==> config.mk <==
export PLATFORM = sky130hd
export DESIGN_NAME = ifu
export DESIGN_NICKNAME = d
export VERILOG_FILES = /design/src/hw/fetch_pkg.sv /design/src/hw/ifu.sv
export VERILOG_INCLUDE_DIRS = /design/src /design/src/hw
export SDC_FILE = /design/constraint.sdc
export NUM_CORES = 1
export LEC_CHECK = 0
export CORE_ASPECT_RATIO = 1.5
export CORE_MARGIN = 2
export CORE_UTILIZATION = 55
export CTS_BUF_LIST = sky130_fd_sc_hd__clkbuf_4 sky130_fd_sc_hd__clkbuf_8 sky130_fd_sc_hd__clkbuf_16
export DETAILED_ROUTE_END_ITERATION = 8
export DONT_BUFFER_PORTS = 1
export PLACE_DENSITY = 0.72
export SLEW_MARGIN = 30
export SYNTH_ARGS = -nofsm -noshare
export SYNTH_HDL_FRONTEND = slang
export SYNTH_SLANG_ARGS = --single-unit
==> constraint.sdc <==
create_clock -name clk -period 3.9 [get_ports clk]
set_input_delay 0 -clock clk [delete_from_list [all_inputs] [get_ports clk]]
set_output_delay 0 -clock clk [all_outputs]
set_load 0.05 [all_outputs]
==> src/hw/fetch_macros.svh <==
`ifndef FETCH_MACROS_SVH
`define FETCH_MACROS_SVH

// axi-lite bus widths, one word per beat
`define AXI_ADDR_W 32
`define AXI_DATA_W 32

// one strobe bit per data byte
`define AXI_STRB_W 4

// okay / slverr encoding fits in two bits
`define AXI_RESP_W 2

// instruction sram size in 32-bit words
// byte addresses 0 .. 4*depth-1 are valid
`define ISRAM_DEPTH 256

// cycles from ar handshake to rvalid
`define ISRAM_LATENCY 3

// first fetch address after reset
`define RESET_PC 32'h0000_0000

// addi x0, x0, 0
// shown on rdata when idle and returned with error responses
`define INST_NOP 32'h0000_0013

`endif

==> src/hw/fetch_pkg.sv <==
`default_nettype none

`include "fetch_macros.svh"

package fetch_pkg;

    // axi-lite response codes
    // exokay and decerr never produced here
    typedef enum logic [`AXI_RESP_W-1:0] {
        RESP_OKAY   = 2'b00,
        RESP_SLVERR = 2'b10
    } axi_resp_e;

    // instruction sram slave states
    typedef enum logic [1:0] {
        ISRAM_IDLE,
        ISRAM_READ,
        ISRAM_WRESP
    } isram_state_e;

    // fetch unit states
    typedef enum logic [1:0] {
        FETCH_IDLE,
        FETCH_ADDR,
        FETCH_WAIT,
        FETCH_HALT
    } fetch_state_e;

endpackage

`default_nettype wire

==> src/hw/ifu.sv <==
`timescale 1ns/100ps
`default_nettype none

`include "fetch_macros.svh"

module ifu
    import fetch_pkg::*;
(
    input  logic                   clk,
    input  logic                   rst_n,
    input  logic                   fetch_en,
    input  logic                   redirect_valid,
    input  logic [`AXI_ADDR_W-1:0] redirect_pc,
    // read address
    output logic [`AXI_ADDR_W-1:0] araddr,
    output logic                   arvalid,
    input  logic                   arready,
    // read data
    input  logic [`AXI_DATA_W-1:0] rdata,
    input  logic [`AXI_RESP_W-1:0] rresp,
    input  logic                   rvalid,
    output logic                   rready,
    // decode slot
    output logic [`AXI_DATA_W-1:0] inst,
    output logic [`AXI_ADDR_W-1:0] inst_pc,
    output logic                   inst_err,
    output logic                   inst_valid,
    input  logic                   inst_ready
);

    fetch_state_e state;

    logic [`AXI_ADDR_W-1:0] pc;
    logic [`AXI_ADDR_W-1:0] req_pc;
    // response still in flight belongs to the old stream
    logic discard;

    logic ar_hs;
    logic r_hs;
    logic issue;
    logic take;
    logic take_err;
    logic outstanding;

    assign ar_hs = arvalid && arready;
    assign r_hs  = rvalid && rready;

    // a redirect in the issue cycle goes straight onto the bus
    assign req_pc = redirect_valid ? redirect_pc : pc;
    assign issue  = (state == FETCH_ADDR) && !arvalid && fetch_en;

    // slot empty or draining, or the word gets dropped anyway
    assign rready = (state == FETCH_WAIT) && (discard || !inst_valid || inst_ready);

    // response kept only when no redirect killed it
    assign take     = r_hs && !discard && !redirect_valid;
    assign take_err = take && (rresp != RESP_OKAY);

    // a read is still owed by the sram after this edge
    assign outstanding = arvalid || (state == FETCH_WAIT && !r_hs);

    always_ff @(posedge clk) begin
        if (!rst_n) begin
            state      <= FETCH_IDLE;
            pc         <= `RESET_PC;
            arvalid    <= 1'b0;
            discard    <= 1'b0;
            inst_valid <= 1'b0;
        end else begin
            // output slot
            if (redirect_valid) begin
                inst_valid <= 1'b0;
            end else if (take) begin
                inst_valid <= 1'b1;
            end else if (inst_ready) begin
                inst_valid <= 1'b0;
            end

            // read address valid, held until accepted
            if (ar_hs) begin
                arvalid <= 1'b0;
            end else if (issue) begin
                arvalid <= 1'b1;
            end

            if (redirect_valid && outstanding) begin
                discard <= 1'b1;
            end else if (r_hs) begin
                discard <= 1'b0;
            end

            // pc only moves on a good word
            if (redirect_valid) begin
                pc <= redirect_pc;
            end else if (take && !take_err) begin
                pc <= pc + 32'd4;
            end

            case (state)
                FETCH_IDLE: begin
                    if (fetch_en) begin
                        state <= FETCH_ADDR;
                    end
                end
                FETCH_ADDR: begin
                    if (ar_hs) begin
                        state <= FETCH_WAIT;
                    end else if (!arvalid && !fetch_en) begin
                        state <= FETCH_IDLE;
                    end
                end
                FETCH_WAIT: begin
                    if (take_err) begin
                        state <= FETCH_HALT;
                    end else if (r_hs) begin
                        state <= FETCH_ADDR;
                    end
                end
                FETCH_HALT: begin
                    // only a redirect restarts
                    if (redirect_valid) begin
                        state <= FETCH_ADDR;
                    end
                end
                default: begin
                    state <= FETCH_IDLE;
                end
            endcase
        end
    end

    // request address
    always_ff @(posedge clk) begin
        if (issue) begin
            araddr <= req_pc;
        end
    end

    // decode payload, tagged with the address that was read
    always_ff @(posedge clk) begin
        if (take) begin
            inst     <= rdata;
            inst_pc  <= araddr;
            inst_err <= take_err;
        end
    end

    // request stays on the bus unchanged until the sram takes it
    a_ar_hold: assert property (
        @(posedge clk) disable iff (!rst_n)
        arvalid && !arready |=> arvalid && $stable(araddr)
    );

endmodule

`default_nettype wire

==> summary.txt, run 1 <==
outcome: completed
Area contributors post-synth: sky130_fd_sc_hd__edfxtp_1, sky130_fd_sc_hd__dfxtp_1, sky130_fd_sc_hd__mux2_2
Min-Delay Path Class: primary input to flip-flop
worst reg2reg path startpoint: state[0]
total number of clock tree sinks: 134
area of the core: 9579 sq um
Max-Slew Margin vs Limit: 0.4802
most frequent cell after synthesis: sky130_fd_sc_hd__edfxtp_1
number of buffers added on ports: 0
Hold Vio Cnt, Final: 0
share of the clock period used by the worst path after layout: 0.7138
cells on worst reg2reg path: 7
total setup buffers inserted after CTS: 0
post-layout net count: 593
Worst Clk Skew: 0.006487 ns
unrepaired setup endpoints after global routing: false
number of synthesized flops with an enable pin: 97
GRT Resource Usage Total: 0.2339
Clock H-tree levels: 4
detailed-routing iteration count for the pre-antenna-repair pass: 5
number of warnings printed during yosys synthesis: 0
number of placement rows: 44
final-report setup violation count: 0
crit-path max FO: 11
required time of the critical path: 4.20 ns
clk_lat worst skew: 0.42 ns
count of nets left with antenna violations after detail routing: 0
cell area after synthesis: 5358 sq um
RePlAce Congestion: 0.8240
post-CTS sizing: 0
clk buf depth: 2
Iter 0 DRT Violations: 273
prevailing post-synth register cell: sky130_fd_sc_hd__edfxtp_1
capturing point of the worst reg2reg path: pc[15]
CTS tree: built
Antenna Diode Count: 0
post-DR wirelength/cell: 19.07 um
Async S/R FF share, synth: 0
leakage component of the power: 2.441 nW
flops & latches, synth: 134
average cell area after synthesis: 13.20 sq um
register area share after synthesis: 0.6819
TritonCTS Buffers: 17
Final Critical Period: 2.784 ns
worst reg2reg setup slack: 1.12 ns
Post-Synthesis Net Count: 485
worst min-delay path startpoint: redirect_valid
sum of internal, switching and leakage power: 0.003612 W
number of global-route vias before repair: 3760
Total Routed Length: 12250 um
number of cells produced by synthesis: 406
overall die area: 10560 sq um
count of placed standard cells including taps: 508
category of the worst setup path launch point: flip-flop
sink of the worst hold path: araddr[30]
top cell type by total area after synthesis: sky130_fd_sc_hd__edfxtp_1
initial cell density of the core: 0.5593
Clock transition at path regs: 0.06 ns
pin count of the biggest net entering global routing: 49
crit path capture type: flip-flop
# IOs: 173
worst setup path category: flip-flop to flip-flop
P per Cell Area: 508.5 nW/um^2
layout overhead on the synthesized area: 32.60%
number of cells on the worst hold path: 2
DRC violations left: 0
setup total negative slack: 0 ns
final max-slew violation count: 0
global-route wire length before repair: 19150 um
arrival time at the worst endpoint: 3.09 ns
total via count after detailed routing: 3717
fillers: 625
worst vdd rail ir drop: 0.3624 mV
ranking of synthesized cells by instance count: sky130_fd_sc_hd__edfxtp_1, sky130_fd_sc_hd__dfxtp_1, sky130_fd_sc_hd__o21ai_0
transition time of the tightest slew-check pin: 0.7788 ns
cell chosen for the clock root: sky130_fd_sc_hd__clkbuf_16
Final Instance Count excl. Fillers: 642
Yosys top cell area share: 0.5437
number of distinct library cells after synthesis: 41
Die H: 124.9 um
layout cells sized above 1: 0.1195
Max Clk Rate: 359.2 MHz
drt via density: 5.790
initial antenna violation count: 0
GRT Residual Overflow: 0
count of max-cap constraint violations: 0
hpwl dp: 7617 um
Die Wd: 84.59 um
[layout by cell type (no fill, tap or decap), types with 6 or more instances in the layout]
| master | instances |
|---|---|
| sky130_fd_sc_hd__a21oi_1 | 20 |
| sky130_fd_sc_hd__dlygate4sd3_1 | 100 |
| sky130_fd_sc_hd__mux2_2 | 23 |
| sky130_fd_sc_hd__clkbuf_16 | 17 |
| sky130_fd_sc_hd__xnor2_1 | 21 |
| sky130_fd_sc_hd__o21ai_1 | 7 |
| sky130_fd_sc_hd__nor3_1 | 11 |
| sky130_fd_sc_hd__nor2_1 | 11 |
| sky130_fd_sc_hd__edfxtp_1 | 97 |
| sky130_fd_sc_hd__nor4_1 | 8 |
| sky130_fd_sc_hd__nand2_1 | 31 |
| sky130_fd_sc_hd__inv_1 | 15 |
| sky130_fd_sc_hd__nand3_1 | 13 |
| sky130_fd_sc_hd__nand4_1 | 7 |
| sky130_fd_sc_hd__ha_1 | 6 |
| sky130_fd_sc_hd__o21ai_0 | 37 |
| sky130_fd_sc_hd__dfxtp_1 | 37 |
[sequential cells by signal, indices dropped and copies added, names as in the netlist]
signal / count
araddr: 32
state: 2
discard: 1
inst: 32
inst_valid: 1
pc: 32
inst_pc: 32
arvalid: 1
inst_err: 1
[how the worst max path moves through the flow]
stage / endpoint / from / cells past startpoint / slack [ns]
4_1_cts: pc[15] / state[0] / 7 / 1.17
3_3_place_gp: inst_pc[1] / state[0] / 6 / 1.56
3_5_place_dp: inst_pc[29] / state[0] / 6 / 1.37
2_1_floorplan: inst[0] / state[0] / 5 / 1.18
6_report: pc[15] / state[0] / 7 / 1.12
5_1_grt: pc[15] / state[0] / 7 / 0.99
[metrics by stage]
stage | worst slack (ns) | hold WS, ns | util | instance area (sq um)
2_1_floorplan | 1.182 | 0.09887 | - | 5358
3_3_place_gp | 1.564 | 0.09892 | 0.5696 | 5456
3_5_place_dp | 1.374 | 0.09891 | 0.5696 | 5456
4_1_cts | 1.171 | 0.01114 | 0.7416 | 7104
5_1_grt | 0.9907 | 0.02509 | 0.7416 | 7104
6_report | 1.116 | 0.01688 | 0.7416 | 7104
[final cells by class]
class | instances | area (sq um) | share of cell area
clock buffer | 18 | 432.9 | 0.06094
clock inverter | 14 | 173.9 | 0.02448
inverter | 16 | 60.06 | 0.008454
multi-input combinational | 240 | 1577 | 0.2219
sequential | 134 | 3654 | 0.5143
tap | 115 | 143.9 | 0.02025
timing repair buffer | 105 | 1064 | 0.1497
[routing by layer]
metal  vias to the layer above  global-route usage  wire length, um
li1                       1730                   -                -
met1                      1787              0.2664             4731
met2                       174              0.3932             6306
met3                        26             0.08085              887
met4                         0              0.1046              320
met5                         -                   0                0
[what timing repair did]
action | 4_1_cts | 5_1_grt
endpoints found under the setup margin | 0 | 0
endpoints found under the hold margin | 102 | 0
hold buffers | 102 | 0
[power by group]
group	leakage (nW)	internal [W]	switching (W)	total [W]
Sequential	1.19	0.00160	0.000150	0.00175
Combinational	0.962	0.000134	0.000107	0.000241
Clock	0.288	0.00102	0.000607	0.00162
[critical path, cell delays in order (launching register included)]
cell                            delay (ns)
sky130_fd_sc_hd__dfxtp_1              0.36
sky130_fd_sc_hd__inv_1                0.11
sky130_fd_sc_hd__ha_1                 0.23
sky130_fd_sc_hd__and4bb_2             0.34
sky130_fd_sc_hd__nand3_1              0.42
sky130_fd_sc_hd__o21a_1               0.33
sky130_fd_sc_hd__o311a_1              0.32
sky130_fd_sc_hd__dlygate4sd3_1        0.55
[cells by family (layout without fill, tap and decap cells)]
family | count (synthesis) | count (layout) | synth area share
multiplexers | 27 | 27 | 0.05582
XOR/XNOR | 23 | 23 | 0.03760
AND/OR/NAND/NOR | 108 | 108 | 0.1095
buffers and inverters | 32 | 153 | 0.02382
adder cells (fa/ha/maj) | 6 | 6 | 0.01401
flip-flops | 134 | 134 | 0.6819
AO/OA/AOI/OAI | 76 | 76 | 0.07730
No activity file was read; power rests on OpenSTA's default activity.
==> run 2, diff against run 1 <==
--- a/config.mk
+++ b/config.mk
@@ -6,13 +6,14 @@
 export SDC_FILE = /design/constraint.sdc
 export NUM_CORES = 1
 export LEC_CHECK = 0
+export ABC_AREA = 1
 export CORE_ASPECT_RATIO = 1.5
 export CORE_MARGIN = 2
 export CORE_UTILIZATION = 55
 export CTS_BUF_LIST = sky130_fd_sc_hd__clkbuf_4 sky130_fd_sc_hd__clkbuf_8 sky130_fd_sc_hd__clkbuf_16
 export DETAILED_ROUTE_END_ITERATION = 8
 export DONT_BUFFER_PORTS = 1
-export PLACE_DENSITY = 0.72
+export PLACE_DENSITY = 0.75
 export SLEW_MARGIN = 30
 export SYNTH_ARGS = -nofsm -noshare
 export SYNTH_HDL_FRONTEND = slang
==> constraint.sdc (replaced) <==
create_clock -name clk -period 2.33 [get_ports clk]
set_input_delay 0 -clock clk [delete_from_list [all_inputs] [get_ports clk]]
set_output_delay 0 -clock clk [all_outputs]
set_load 0.05 [all_outputs]
==> summary.txt, run 2 <==
cell-by-cell trace of the critical path: dlygate4sd3_1, nor2_1, dlygate4sd3_1, inv_1, o21ai_4, nand4_1, dlygate4sd3_1, nand2_1, a21oi_1
number of placement rows: 46 (+4.5%)
crit-path max FO: 11 (unchanged)
P per Cell Area: 928.2 nW/um^2 (+83%)
Post-Synthesis Net Count: 677 (+40%)
DRC violations left: 0 (unchanged)
Non-Filler Cell Area, Final: 7362 sq um (+3.6%)
post-DR wirelength/cell: 16.25 um (-15%)
number of distinct library cells after synthesis: 29 (-29%)
final-report setup violation count: 0 (unchanged)
average cell area after synthesis: 9.731 sq um (-26%)
initial antenna violation count: 0 (unchanged)
register area share after synthesis: 0.6278 (-0.05410)
total area of sequential cells: 3655 sq um (about the same)
hold slack: 0.01688 ns (-0.0000001000 ns)
Clock H-tree levels: 4 (unchanged)
Final Critical Period: 2.240 ns
worst vdd rail ir drop: 0.5781 mV (+59%)
crit path capture type: flip-flop
top cell type by total area after synthesis: sky130_fd_sc_hd__edfxtp_1
Hold Vio Cnt, Final: 0 (unchanged)
outcome: completed
Crit path largest cell delay: 0.59 ns (+0.04 ns)
transition time of the tightest slew-check pin: 0.7526 ns (-0.02618 ns)
pin count of the biggest net entering global routing: 68 (+39%)
category of the worst setup path launch point: primary input
overall die area: 11440 sq um (+8.3%)
clk buf depth: 2 (unchanged)
Final Instance Count excl. Fillers: 841 (+31%)
number of cells on the worst hold path: 3 (+1)
Die H: 130.0 um (+4.1%)
number of cells produced by synthesis: 598 (+47%)
# IOs: 173 (unchanged)
depth of the critical timing path with buffers and inverters included: 9 (+2)
clock network fraction of total power: 0.380 (-0.069)
Iter 0 DRT Violations: 313 (+15%)
detailed-routing iteration count for the pre-antenna-repair pass: 5 (unchanged)
number of global-route vias before repair: 4532 (+21%)
final max-slew violation count: 0 (unchanged)
number of synthesized flops with an enable pin: 97 (unchanged)
number of warnings printed during yosys synthesis: 0 (unchanged)
TritonCTS Buffers: 17 (unchanged)
count of placed standard cells including taps: 730 (+44%)
design internal power: 0.004719 W (+72%)
area used by multi-input combinational logic: 1809 sq um (+15%)
Top cell by count, worst path: sky130_fd_sc_hd__dlygate4sd3_1
count of max-cap constraint violations: 0 (unchanged)
Max Clk Rate: 446.3 MHz
layout overhead on the synthesized area: 26.51%
Total Routed Length: 13670 um (+12%)
Min-Delay Path Class: primary input to flip-flop
Worst Path Buf+Inv: 4 (+2)
Yosys top cell area share: 0.5005 (-0.04313)
area of the core: 10420 sq um (+8.8%)
worst setup path category: primary input to flip-flop
Worst Clk Skew: 0.006510 ns (+0.00002304 ns)
cell chosen for the clock root: sky130_fd_sc_hd__clkbuf_16
total number of clock tree sinks: 134 (unchanged)
combinational group share of total power: 0.100 (+0.033)
cells on worst reg2reg path: 8 (+1)
most frequent cells in the layout: sky130_fd_sc_hd__nand2_1, sky130_fd_sc_hd__edfxtp_1, sky130_fd_sc_hd__dlygate4sd3_1
arrival time at the worst endpoint: 2.53 ns (-0.56 ns)
Die Wd: 87.99 um (+4.0%)
layout cells sized above 1: 0.07891 (-0.04063)
unrepaired setup endpoints after global routing: false
post-layout net count: 763 (+29%)
number of buffers added on ports: 0 (unchanged)
Max-Slew Margin vs Limit: 0.4966 (+0.01637)
share of power burned in registers: 0.520 (+0.036)
prevailing post-synth register cell: sky130_fd_sc_hd__edfxtp_1
GRT Residual Overflow: 0 (unchanged)
Async S/R FF share, synth: 0 (unchanged)
initial cell density of the core: 0.5586 (-0.0006883)
Area contributors post-synth: sky130_fd_sc_hd__edfxtp_1, sky130_fd_sc_hd__dfxtp_1, sky130_fd_sc_hd__nand2_1
drt via density: 5.510 (-4.8%)
switching pwr: 0.002115 W (+140%)
clk_lat worst skew: 0.41 ns (about the same)
flops & latches, synth: 134 (unchanged)
total via count after detailed routing: 4634 (+25%)
Clock transition at path regs: 0.06 ns (about the same)
most frequent cell after synthesis: sky130_fd_sc_hd__nand2_1
setup total negative slack: 0 ns (unchanged)
CTS tree: built
RePlAce Congestion: 0.8343 (+1.3%)
total setup buffers inserted after CTS: 0 (unchanged)
GRT Resource Usage Total: 0.2389 (+0.005010)
ranking of synthesized cells by instance count: sky130_fd_sc_hd__nand2_1, sky130_fd_sc_hd__edfxtp_1, sky130_fd_sc_hd__inv_1
cell family with the largest share of critical-path delay: buffers and inverters
count of nets left with antenna violations after detail routing: 0 (unchanged)
placement-stage cell area: 5963 sq um (+9.3%)
Antenna Diode Count: 0 (unchanged)
global-route wire length before repair: 21050 um (+9.9%)
cell area after synthesis: 5819 sq um (+8.6%)
hpwl dp: 8755 um (+15%)
required time of the critical path: 2.62 ns (-1.58 ns)
fillers: 780 (+25%)
leakage component of the power: 2.909 nW (+19%)
Net Sw Frac: 0.3095 (+0.07037)
most common cell after layout, fill and taps aside: sky130_fd_sc_hd__nand2_1
share of the clock period used by the worst path after layout: 0.9615
slowest CP cell: sky130_fd_sc_hd__dlygate4sd3_1
## run 2: changes by cell type in the layout (fill, tap and decap cells not counted), sizes merged, moves of 6 or more
| cell | change |
|---|---|
| nor2 | +59 |
| nand3 | +28 |
| xnor2 | -21 |
| nand2 | +115 |
| inv | +50 |
| mux2 | -23 |
| nand4 | +9 |
| a21oi | +6 |
| nor4 | -8 |
| dlygate4sd3 | -22 |
## run 2: final cells by class
cell class / instances / share of cell area
Timing Repair Buffer: 88 / 0.1190
Multi-Input combinational cell: 375 / 0.2458
Sequential cell: 134 / 0.4964
Clock buffer: 18 / 0.05880
Clock inverter: 14 / 0.02039
Tap cell: 144 / 0.02447
Inverter: 68 / 0.03518
## run 2: final timing paths
| check | start | end | slack [ns] |
|---|---|---|---|
| setup / recovery | rresp[0] | pc[9] | 0.09 |
| hold / removal | fetch_en | state[1] | 0.02 |
| setup reg to reg | state[0] | pc[9] | 0.20 |
| hold reg to reg | pc[0] | pc[0] | 0.48 |
## run 2: power by group through the flow
| stage | registers [W] | clock network, W | logic (W) |
|---|---|---|---|
| floorplan | 0.00355 | 0 | 0.000427 |
| global placement | 0.00359 | 0 | 0.000504 |
| detailed placement | 0.00360 | 0 | 0.000537 |
| CTS | 0.00355 | 0.00262 | 0.000679 |
| global route | 0.00358 | 0.00273 | 0.000774 |
| finish | 0.00355 | 0.00260 | 0.000686 |
## run 2: timing repair
action | 4_1_cts | 5_1_grt
hold endpoints to repair | 102 | 0
hold buffers | 79 | 0
setup endpoints to repair | 0 | 1
resized for setup | 0 | 1
## run 2: worst reg2reg max path, cell delays in order, from the launching register on
cell                            delay [ns]
sky130_fd_sc_hd__dfxtp_1              0.35
sky130_fd_sc_hd__inv_1                0.10
sky130_fd_sc_hd__ha_1                 0.18
sky130_fd_sc_hd__nand4_1              0.19
sky130_fd_sc_hd__o21ai_4              0.34
sky130_fd_sc_hd__nand4_1              0.14
sky130_fd_sc_hd__dlygate4sd3_1        0.59
sky130_fd_sc_hd__nand2_1              0.07
sky130_fd_sc_hd__a21oi_1              0.06
## run 2: per-stage QoR
| step | total power, W | utilization | worst slack (ns) |
|---|---|---|---|
| finish | 0.006834 | 0.7067 | 0.08959 |
| floorplan | 0.003978 | - | 0.03922 |
| global route | 0.007079 | 0.7067 | 0.04631 |
| detailed placement | 0.004136 | 0.5724 | 0.3507 |
| CTS | 0.006849 | 0.7060 | 0.09331 |
| global placement | 0.004092 | 0.5724 | 0.5032 |
## run 2: metal layers
layer | wire length, um | track usage | part of all wire
met5 | 0 | 0 | 0
met4 | 383 | 0.1041 | 0.028
met3 | 848 | 0.06135 | 0.062
met2 | 7306 | 0.4220 | 0.53
met1 | 5131 | 0.2691 | 0.38
## run 2: cells by family (layout without fill, tap and decap cells)
logic type | count (synthesis) | in the layout | share of synthesized area
flops | 134 | 134 | 0.6278
fa+ha+maj | 6 | 6 | 0.01290
simple gates | 287 | 287 | 0.2202
compound gates | 82 | 82 | 0.07460
buf+inv | 89 | 188 | 0.06450
